## config.mk

```make
export PLATFORM = sky130hd
export DESIGN_NAME = memController
export DESIGN_NICKNAME = d
export VERILOG_FILES = /design/src/verilog/memBusPkg.sv /design/src/verilog/memReqPkg.sv /design/src/verilog/byteLaneIf.sv /design/src/verilog/reqHold.sv /design/src/verilog/memSequencer.sv /design/src/verilog/beatIssuer.sv /design/src/verilog/loadAssembler.sv /design/src/verilog/memController.sv
export SDC_FILE = /design/constraint.sdc
export NUM_CORES = 1
export LEC_CHECK = 0
export ABC_AREA = 1
export BUFFER_PORTS_ARGS = -buffer_cell sky130_fd_sc_hd__buf_2
export CAP_MARGIN = 20
export CELL_PAD_IN_SITES_DETAIL_PLACEMENT = 0
export CELL_PAD_IN_SITES_GLOBAL_PLACEMENT = 1
export CORE_UTILIZATION = 40
export DETAILED_ROUTE_END_ITERATION = 16
export GPL_TIMING_DRIVEN = 0
export PLACE_DENSITY_LB_ADDON = 0.15
export SYNTH_ARGS = -nofsm -noshare
export SYNTH_HDL_FRONTEND = slang
export SYNTH_SLANG_ARGS = --single-unit
```

## constraint.sdc

```tcl
create_clock -name clk -period 4.1 [get_ports clk]
set_clock_uncertainty 0.2 [all_clocks]
set_input_delay 0.82 -clock clk [delete_from_list [all_inputs] [get_ports clk]]
set_output_delay 0.82 -clock clk [all_outputs]
set_load 0.02 [all_outputs]
```

## src/verilog/memBusPkg.sv

```systemverilog
package memBusPkg;

    localparam int addrWidth = 17;

    typedef logic [addrWidth-1:0] addr_t;
    typedef logic [7:0] byte_t;
    typedef logic [31:0] word_t;

    // access length in bytes
    typedef logic [2:0] len_t;

    // byte position inside a word
    typedef logic [1:0] beatIdx_t;

    // legal beat counts
    localparam len_t lenByte = 3'd1;
    localparam len_t lenHalf = 3'd2;
    localparam len_t lenWord = 3'd4;

endpackage

```

## src/verilog/memReqPkg.sv

```systemverilog
package memReqPkg;

    // instruction fetch request
    typedef struct packed {
        memBusPkg::addr_t addr;
    } fetchReq_t;

    // load/store request with wdata unused on loads
    typedef struct packed {
        logic             isStore;
        memBusPkg::addr_t addr;
        memBusPkg::len_t  len;
        memBusPkg::word_t wdata;
    } dataReq_t;

    // which client owns the RAM port
    typedef enum logic [1:0] {
        none,
        fetch,
        data
    } client_t;

endpackage

```

## src/verilog/byteLaneIf.sv

```systemverilog
`timescale 1ns/100ps

interface byteLaneIf;

    logic                  start;
    logic                  advance;
    memBusPkg::beatIdx_t   beatIdx;
    logic                  isWrite;
    memBusPkg::len_t       len;

    modport seq (
        output start,
        output advance,
        output beatIdx,
        output isWrite,
        output len
    );

    modport issue (
        input start,
        input advance,
        input beatIdx,
        input isWrite
    );

    modport gather (
        input start,
        input advance,
        input beatIdx,
        input isWrite,
        input len
    );

endinterface

```

## src/verilog/reqHold.sv

```systemverilog
`timescale 1ns/100ps

module reqHold #(
    parameter type payload_t = logic
) (
    input  logic     clk,
    input  logic     rst,

    input  logic     inValid,
    output logic     inReady,
    input  payload_t inData,

    output logic     outValid,
    input  logic     outReady,
    output payload_t outData
);

    logic     full;
    payload_t held;

    // ready only while empty, so fill and drain never overlap
    assign inReady  = !full;
    assign outValid = full;
    assign outData  = held;

    always_ff @(posedge clk) begin
        if (rst) begin
            full <= 1'b0;
        end else if (inValid && inReady) begin
            full <= 1'b1;
        end else if (outValid && outReady) begin
            full <= 1'b0;
        end
    end

    always_ff @(posedge clk) begin
        if (inValid && inReady) begin
            held <= inData;
        end
    end

endmodule

```

## src/verilog/memSequencer.sv

```systemverilog
`timescale 1ns/100ps

module memSequencer (
    input  logic                clk,
    input  logic                rst,
    input  logic                rdy,
    input  logic                ioBufferFull,

    input  logic                fetchValid,
    output logic                fetchReady,
    input  memBusPkg::addr_t    fetchAddr,

    input  logic                dataValid,
    output logic                dataReady,
    input  memReqPkg::dataReq_t dataReq,

    output logic                fetchRespValid,
    input  logic                fetchRespReady,
    output logic                dataRespValid,
    input  logic                dataRespReady,

    byteLaneIf.seq              lane,

    output memBusPkg::addr_t    baseAddr,
    output memBusPkg::word_t    storeWord
);

    typedef enum logic [1:0] {
        idle,
        beat,
        settle,
        respond
    } state_t;

    state_t              state;
    memReqPkg::client_t  owner;
    memReqPkg::client_t  pick;
    memBusPkg::beatIdx_t beatIdx;
    memBusPkg::len_t     len;
    logic                isWrite;
    logic                paused;
    logic                lastBeat;
    logic                respTaken;

    assign paused = !rdy || ioBufferFull;

    // data side wins a tie
    always_comb begin
        pick = memReqPkg::none;
        if (state == idle && !paused) begin
            if (dataValid) begin
                pick = memReqPkg::data;
            end else if (fetchValid) begin
                pick = memReqPkg::fetch;
            end
        end
    end

    assign dataReady  = (pick == memReqPkg::data);
    assign fetchReady = (pick == memReqPkg::fetch);

    assign baseAddr  = (pick == memReqPkg::data) ? dataReq.addr : fetchAddr;
    assign storeWord = dataReq.wdata;

    assign lastBeat = (memBusPkg::len_t'(beatIdx) + 3'd1) == len;

    assign fetchRespValid = (state == respond) && (owner == memReqPkg::fetch);
    assign dataRespValid  = (state == respond) && (owner == memReqPkg::data);
    assign respTaken      = (fetchRespValid && fetchRespReady) ||
                            (dataRespValid && dataRespReady);

    assign lane.start   = (pick != memReqPkg::none);
    assign lane.advance = (state == beat) && !paused;
    assign lane.beatIdx = beatIdx;
    assign lane.isWrite = isWrite;
    assign lane.len     = len;

    always_ff @(posedge clk) begin
        if (rst) begin
            state   <= idle;
            owner   <= memReqPkg::none;
            beatIdx <= '0;
            isWrite <= 1'b0;
            len     <= memBusPkg::lenWord;
        end else begin
            case (state)
                idle: begin
                    if (pick != memReqPkg::none) begin
                        state   <= beat;
                        owner   <= pick;
                        beatIdx <= '0;
                        if (pick == memReqPkg::data) begin
                            isWrite <= dataReq.isStore;
                            len     <= dataReq.len;
                        end else begin
                            isWrite <= 1'b0;
                            len     <= memBusPkg::lenWord;
                        end
                    end
                end
                beat: begin
                    if (!paused) begin
                        beatIdx <= beatIdx + 2'd1;
                        if (lastBeat) begin
                            state <= settle;
                        end
                    end
                end
                // last read byte lands here
                settle: begin
                    if (!paused) begin
                        state <= respond;
                    end
                end
                respond: begin
                    if (respTaken) begin
                        state <= idle;
                        owner <= memReqPkg::none;
                    end
                end
                default: begin
                    state <= idle;
                end
            endcase
        end
    end

endmodule

```

## src/verilog/beatIssuer.sv

```systemverilog
`timescale 1ns/100ps

module beatIssuer (
    input  logic              clk,
    input  logic              rst,

    byteLaneIf.issue          lane,

    input  memBusPkg::addr_t  baseAddr,
    input  memBusPkg::word_t  storeWord,

    output memBusPkg::addr_t  memAddr,
    output logic              memWe,
    output memBusPkg::byte_t  memWdata
);

    memBusPkg::addr_t             base;
    memBusPkg::byte_t [3:0]       storeBytes;

    always_ff @(posedge clk) begin
        if (rst) begin
            base <= '0;
        end else if (lane.start) begin
            base <= baseAddr;
        end
    end

    always_ff @(posedge clk) begin
        if (lane.start) begin
            storeBytes <= storeWord;
        end
    end

    assign memAddr  = base + memBusPkg::addr_t'(lane.beatIdx);
    assign memWdata = storeBytes[lane.beatIdx];

    // a paused beat never writes
    assign memWe = lane.advance && lane.isWrite;

endmodule

```

## src/verilog/loadAssembler.sv

```systemverilog
`timescale 1ns/100ps

module loadAssembler (
    input  logic              clk,
    input  logic              rst,

    byteLaneIf.gather         lane,

    input  memBusPkg::byte_t  memRdata,
    output memBusPkg::word_t  word
);

    memBusPkg::byte_t [3:0]   gathered;
    memBusPkg::beatIdx_t      prevLane;
    memBusPkg::word_t         mask;
    logic                     pending;

    // beat counter has already moved on when the byte comes back
    assign prevLane = lane.beatIdx - 2'd1;

    always_ff @(posedge clk) begin
        if (rst || lane.start) begin
            pending  <= 1'b0;
            gathered <= '0;
        end else begin
            pending <= lane.advance && !lane.isWrite;
            if (pending) begin
                gathered[prevLane] <= memRdata;
            end
        end
    end

    // zero extend by length
    always_comb begin
        case (lane.len)
            memBusPkg::lenByte: mask = 32'h0000_00ff;
            memBusPkg::lenHalf: mask = 32'h0000_ffff;
            default:            mask = 32'hffff_ffff;
        endcase
    end

    assign word = gathered & mask;

endmodule

```

## src/verilog/memController.sv

```systemverilog
`timescale 1ns/100ps

module memController (
    input  logic              clk,
    input  logic              rst,

    input  logic              fetchReqValid,
    output logic              fetchReqReady,
    input  memBusPkg::addr_t  fetchAddr,
    output logic              fetchRespValid,
    input  logic              fetchRespReady,
    output memBusPkg::word_t  fetchInst,

    input  logic              dataReqValid,
    output logic              dataReqReady,
    input  logic              dataIsStore,
    input  memBusPkg::addr_t  dataAddr,
    input  memBusPkg::len_t   dataLen,
    input  memBusPkg::word_t  dataWdata,
    output logic              dataRespValid,
    input  logic              dataRespReady,
    output memBusPkg::word_t  dataRdata,

    output memBusPkg::addr_t  memAddr,
    output logic              memWe,
    output memBusPkg::byte_t  memWdata,
    input  memBusPkg::byte_t  memRdata,

    input  logic              rdy,
    input  logic              ioBufferFull
);

    memReqPkg::fetchReq_t fetchIn;
    memReqPkg::fetchReq_t fetchHeld;
    memReqPkg::dataReq_t  dataIn;
    memReqPkg::dataReq_t  dataHeld;
    logic                 fetchValid;
    logic                 fetchReady;
    logic                 dataValid;
    logic                 dataReady;
    memBusPkg::addr_t     baseAddr;
    memBusPkg::word_t     storeWord;
    memBusPkg::word_t     loadWord;

    byteLaneIf lane ();

    assign fetchIn.addr = fetchAddr;
    assign dataIn = '{isStore: dataIsStore, addr: dataAddr, len: dataLen, wdata: dataWdata};

    reqHold #(.payload_t(memReqPkg::fetchReq_t)) fetchHold (
        .clk(clk), .rst(rst),
        .inValid(fetchReqValid), .inReady(fetchReqReady), .inData(fetchIn),
        .outValid(fetchValid), .outReady(fetchReady), .outData(fetchHeld)
    );

    reqHold #(.payload_t(memReqPkg::dataReq_t)) dataHold (
        .clk(clk), .rst(rst),
        .inValid(dataReqValid), .inReady(dataReqReady), .inData(dataIn),
        .outValid(dataValid), .outReady(dataReady), .outData(dataHeld)
    );

    memSequencer sequencer (
        .clk(clk), .rst(rst), .rdy(rdy), .ioBufferFull(ioBufferFull),
        .fetchValid(fetchValid), .fetchReady(fetchReady), .fetchAddr(fetchHeld.addr),
        .dataValid(dataValid), .dataReady(dataReady), .dataReq(dataHeld),
        .fetchRespValid(fetchRespValid), .fetchRespReady(fetchRespReady),
        .dataRespValid(dataRespValid), .dataRespReady(dataRespReady),
        .lane(lane.seq),
        .baseAddr(baseAddr), .storeWord(storeWord)
    );

    beatIssuer issuer (
        .clk(clk), .rst(rst),
        .lane(lane.issue),
        .baseAddr(baseAddr), .storeWord(storeWord),
        .memAddr(memAddr), .memWe(memWe), .memWdata(memWdata)
    );

    loadAssembler assembler (
        .clk(clk), .rst(rst),
        .lane(lane.gather),
        .memRdata(memRdata),
        .word(loadWord)
    );

    // only one client owns the response, so both can share the word
    assign fetchInst = loadWord;
    assign dataRdata = loadWord;

endmodule

```

## Word-level counts from Yosys, hierarchy flattened

Cells that the tools add are included.
Widths: inputs -> output; s select.

| cells by class | value |
|---|---|
| $add $sub $neg | 4 |
| magnitude comparators | 3 |
| equality and inequality tests | 15 |
| muxes and demuxes | 27 |
| bitwise operators | 1 |
| reduce and logical (&&, ||, !) cells | 31 |

Operators with widths:

| cell | number |
|---|---|
| $pmux 32 s2 | 1 |
| $and 32x32->32 | 1 |
| $bwmux 32 | 1 |
| $mux 2 | 10 |
| $add 17x2->17 | 1 |
| $mux 17 | 1 |
| $bmux 8 s2 | 1 |
| $demux 8 s2 | 1 |
| $mux 8 | 2 |
| $logic_and 1x1->1 | 13 |
| $reduce_bool 2->1 | 5 |
| $eq 2x2->1 const B | 4 |
| $pmux 2 s2 | 2 |
| $pmux 2 s4 | 1 |
| $eq 2x1->1 const B | 3 |
| $lt 2x3->1 const B | 2 |
| $mux 1 | 6 |
| $ne 2x1->1 const B | 3 |
| $reduce_and 3->1 | 2 |
| $logic_not 1->1 | 5 |
| $reduce_and 5->1 | 1 |
| $ne 2x2->1 const B | 2 |
| $add 2x1->3 const B | 1 |
| $eq 3x1->1 const B | 1 |
| 9 further kinds | 11 |

| word-level totals | value |
|---|---|
| register bits after elaboration | 164 |
| input bits | 86 |
| output and inout port bits | 94 |
| word-level logic and storage cells | 103 |

## Depth between registers and ports, before layout

| depth | value |
|---|---|
| depth in word-level cells | 9 |
| mapped depth | 13 |
| mapped depth without buffers | 11 |

## By module

From an unflattened synthesis, not the netlist that was laid out.

| unflattened totals | value |
|---|---|
| cells, all modules | 809 |
| area total of the unflattened synthesis | 7433.4 um^2 |

By module, submodules not included:

| module | times used | cells an instance | area an instance (um^2) | sequential area each (um^2) |
|---|---|---|---|---|
| beatIssuer | 1 | 234 | 2222.1 | 1301.2 |
| reqHold at dataHold | 1 | 60 | 1641.6 | 1611.5 |
| loadAssembler | 1 | 265 | 1627.8 | 660.6 |
| memSequencer | 1 | 194 | 1141.1 | 200.2 |
| reqHold at fetchHold | 1 | 24 | 560.5 | 530.5 |
| memController | 1 | 32 | 240.2 | 0.0 |

## Worst setup path after synthesis

Ideal clock, no wire load.

| timing | value |
|---|---|
| path kind | input -> register |
| start | input port dataReqValid |
| end | register dataHold.held (netlist bit dataHold.outData[0]) (enable) |
| library setup time | 465 ps |
| arrival | 3085 ps |
| required time | 3435 ps |
| setup slack | 350 ps |
| cell stages on the path | 2 |
| path buffers | 0 |
| path through | inv_1 > nor2_1 |

| on the way | value |
|---|---|
| longest elaborated chain between the ends | 1 |

Ends and longest elaborated chain:

| element | line | RTL |
|---|---|---|
| start: declaration | memController.sv:14 | `input logic dataReqValid,` |
| $logic_and 1x1->1 | reqHold.sv:37 | `if (inValid && inReady) begin` |
| end signal: assignment | reqHold.sv:38 | `held <= inData;` |
| end: declaration | reqHold.sv:19 | `payload_t held;` |

No other way between the ends.
A chain may end at the register's enable or synchronous reset.

## Worst setup path after layout

| timing | value |
|---|---|
| start | register sequencer.beatIdx[1] (netlist: sequencer.lane.beatIdx[1]) |
| end | output port memAddr[14] |

| on the way | value |
|---|---|
| longest elaborated chain between the ends | 1 |

Ends and longest elaborated chain:

| element | line | RTL |
|---|---|---|
| start: declaration | memSequencer.sv:38 | `memBusPkg::beatIdx_t beatIdx;` |
| start signal: assignment | memSequencer.sv:103 | `beatIdx <= beatIdx + 2'd1;` |
| $add 17x2->17 | beatIssuer.sv:34 | `assign memAddr = base + memBusPkg::addr_t'(lane.beatIdx);` |
| end: declaration | memController.sv:24 | `output memBusPkg::addr_t memAddr,` |

No other way between the ends.

==> metrics <==
Clock Latency Late Sink=0.42 ns; cell area after synthesis=6890 µm²; sum of negative setup slack=0 ns; CTS sink cnt=~160; RePlAce Congestion=between 0.8 and 0.9; Setup CP Type=reg2out; Slew @ Worst Pin=about 0.97 ns; die area=between 15000 and 20000 µm²; CP max stage cell=dfxtp_1; leakage power=about 0.0037 µW; net count after synthesis=about 760; largest net degree at the start of global routing=between 40 and 50; Rel. slew slack=a little over a third; Cells after Synth=~660; Worst-path clk slew=around 0.070 ns; Initial DRC Count=between 200 and 250; Combinational Power Share=a little over a fifth; Pwr Total=4430 µW; Post-synth EDFFs=102; core area=approximately 17000 µm²; M1 GR Usage=between 20% and 30%; worst endpoint required time=3.08 ns; vias per cell=about 4.7; sequential element share of the synthesized area=between 60 and 70%; H-Tree Level Count=4; Seq pwr share=43.8%; switching power total=1430 µW; synthesized flop and latch total=around 160; IO buf count=around 180; Crit. End Element=output port; CTS Buffer Depth=2; Post-route DRC=0; FMAX=about 0.26 GHz; GRT busiest layer=met2; Pre-antenna DRT Iters=5; TritonCTS buffer count=17; final hold vios=0; height of the chip=roughly 130 µm; Crit path largest cell delay=about 0.45 ns; layout cells sized above 1=33.4%; CTS tree=done; row cnt=47; first-pass GRT wire length=24700 µm; Top Ports=180; Die X-Extent=around 130 µm; DP HPWL=around 12000 µm; initial antenna violation count=2; cell breakdown of the critical path=clkbuf_2, clkinvlp_4, fa_1, nand3b_1, nor2_2, nand3_1, nor2_1, xor2_1, buf_2; GRT Util Overall=between 10% and 20%; GR Layer Usage met3=3.35%; vias in the first global route=approximately 4900; HP Class=reg2reg; DR vias=a little over 5000; GR Overflow Total=0; WP data arrival=2.90 ns; status=finished clean; Synth-to-Final Area Change=26.5%; # setup viols final=0; Nets=around 960; starting density of the core=about two fifths; Max FO, Critical Path=10; Routed WL=roughly 16000 µm; antenna viol nets, final=0; Tcrit/Tclk final=95.6%; startpoint class of the critical path=flip-flop; routing usage on met2=between 30 and 40%; post-synth cell types=36; Post-synth ARST share=0%; P_int=~3000 µW; top_reg_cell synth=edfxtp_1; Routed WL per cell=14.7 µm; placed inst area=8100 µm²; switch share=32.3%; Period minus WS final=3.92 ns; clock root cell=clkbuf_16; MaxCap Viol Count=0; Hold Slack=between 0.2 and 0.25 ns; clock network power share=between 30% and 40%; Mapped Avg Cell Area=~10 µm²; pwr dens=509 nW/µm²; fill count=about 1500; RSZ-0062 raised after global routing=false; Ys Warns=0; Max IR drop VDD=0.328 mV; final non-filler cell area=8710 µm²; max-slew violation count=0
state kept, by name, summed over array words and instances (netlist names), 2 cells and up:
| name | count |
|---|---|
| assembler.gathered | 32 |
| issuer.storeBytes | 32 |
| sequencer.owner | 2 |
| dataHold.outData | 53 |
| fetchHold.outData | 17 |
| issuer.base | 17 |
| sequencer.lane.beatIdx | 2 |
| sequencer.state | 2 |
| sequencer.lane.len | 3 |
worst paths after layout:
check / to / slack (ns) / depth (start not counted) / startpoint
max: memAddr[14] / 0.18 / 9 / sequencer.lane.beatIdx[1]
min reg2reg: issuer.storeBytes[5] / 0.22 / 0 / dataHold.outData[5]
max reg2reg: sequencer.state[0] / 1.64 / 12 / sequencer.lane.beatIdx[1]
min: issuer.storeBytes[5] / 0.22 / 0 / dataHold.outData[5]
what timing repair did:
item	in CTS	in global routing
endpoints found under the hold margin	0	0
gates resized for setup	2	0
hold buffers	0	0
buffers inserted	1	0
endpoints found under the setup margin	6	0
cells in the final DEF, fill, tap and decap left out, types with 2 or more instances in the layout:
master / instances
inv_6: 3
ha_1: 12
nor2_4: 2
a21oi_1: 50
inv_1: 61
nor3_2: 2
edfxtp_1: 102
buf_6: 2
buf_4: 44
o21ai_1: 3
inv_2: 2
o22ai_1: 9
nor2_1: 63
nand3_1: 46
o21ai_0: 32
nand4_1: 3
nor2_2: 2
xor2_1: 14
nand2_1: 83
dfxtp_1: 62
clkbuf_16: 17
clkbuf_1: 6
or2_1: 2
buf_1: 5
clkinv_4: 3
nor3_1: 8
buf_2: 188
clkinv_8: 4
or2_2: 11
inv_8: 5
o2111ai_1: 11
critical path, delay by kind of cell (launching register included):
kind | cells | cell delay [ns]
fa+ha+maj | 1 | 0.44
simple gates | 4 | 0.75
buf+inv | 3 | 0.69
xor+xnor | 1 | 0.15
flops | 1 | 0.45
final cells by class:
class                      instances  area [µm²]  share of cell area (%)
clock buffer                      17         425                    4.88
antenna                            1        2.50                  0.0287
sequential                       164        4300                    49.4
tap                              220         275                    3.16
timing repair buffer             181         931                    10.7
buffer                            66         437                    5.01
inverter                          65         248                    2.84
clock inverter                    15         174                    2.00
multi-input combinational        362        1910                    22.0
cell usage after synthesis, types with 2 or more instances:
cell,count,area [µm²]
a21oi_1,50,250
inv_1,62,233
nand4_1,3,18.8
nor3_2,2,20.0
nand2_1,83,312
o22ai_1,9,56.3
o21ai_0,32,160
o21ai_1,3,15.0
o2111ai_1,11,96.3
xor2_1,14,123
edfxtp_1,102,3060
nor2_1,65,244
nand3_1,46,230
buf_1,5,18.8
clkbuf_1,7,26.3
buf_2,9,45.0
buf_4,43,323
ha_1,12,150
nor3_1,8,40.0
or2_2,11,68.8
dfxtp_1,62,1240
or2_1,2,12.5
buf_6,2,22.5
inv_2,2,7.51
layer usage:
metal  part of all wire (%)  vias to the layer above
li1                       -                     2583
met1                     45                     2378
met2                     47                      196
met3                    6.4                       16
met4                    1.5                        2
met5                   0.10                        -
stage by stage:
stage | cells | util, % | worst slack, ns
final | 1091 | 52.2 | 0.179
after floorplan | 657 | - | 0.350
after detailed placement | 1057 | 48.5 | 0.194
after global placement | 1056 | 48.2 | -0.729
after CTS | 1090 | 52.1 | 0.110
after global routing | 1091 | 52.2 | 0.0170
cell families (layout without fill, tap and decap cells):
family / after synthesis / after routing / share of synthesized area, %
other cells: 0 / 1 / 0
compound gates: 109 / 109 / 8.92
flops: 164 / 164 / 62.5
simple gates: 225 / 225 / 14.3
buf+inv: 131 / 344 / 9.87
fa+ha+maj: 13 / 13 / 2.47
xor+xnor: 15 / 15 / 1.91
power groups by stage:
stage	Clock [µW]	Combinational, µW	Sequential, µW
4_1_cts	1580	947	1950
6_report	1560	935	1940
3_3_place_gp	0	903	1980
5_1_grt	1650	1040	1960
3_5_place_dp	0	932	1980
2_1_floorplan	0	612	1960
No activity file was read; power rests on OpenSTA's default activity.
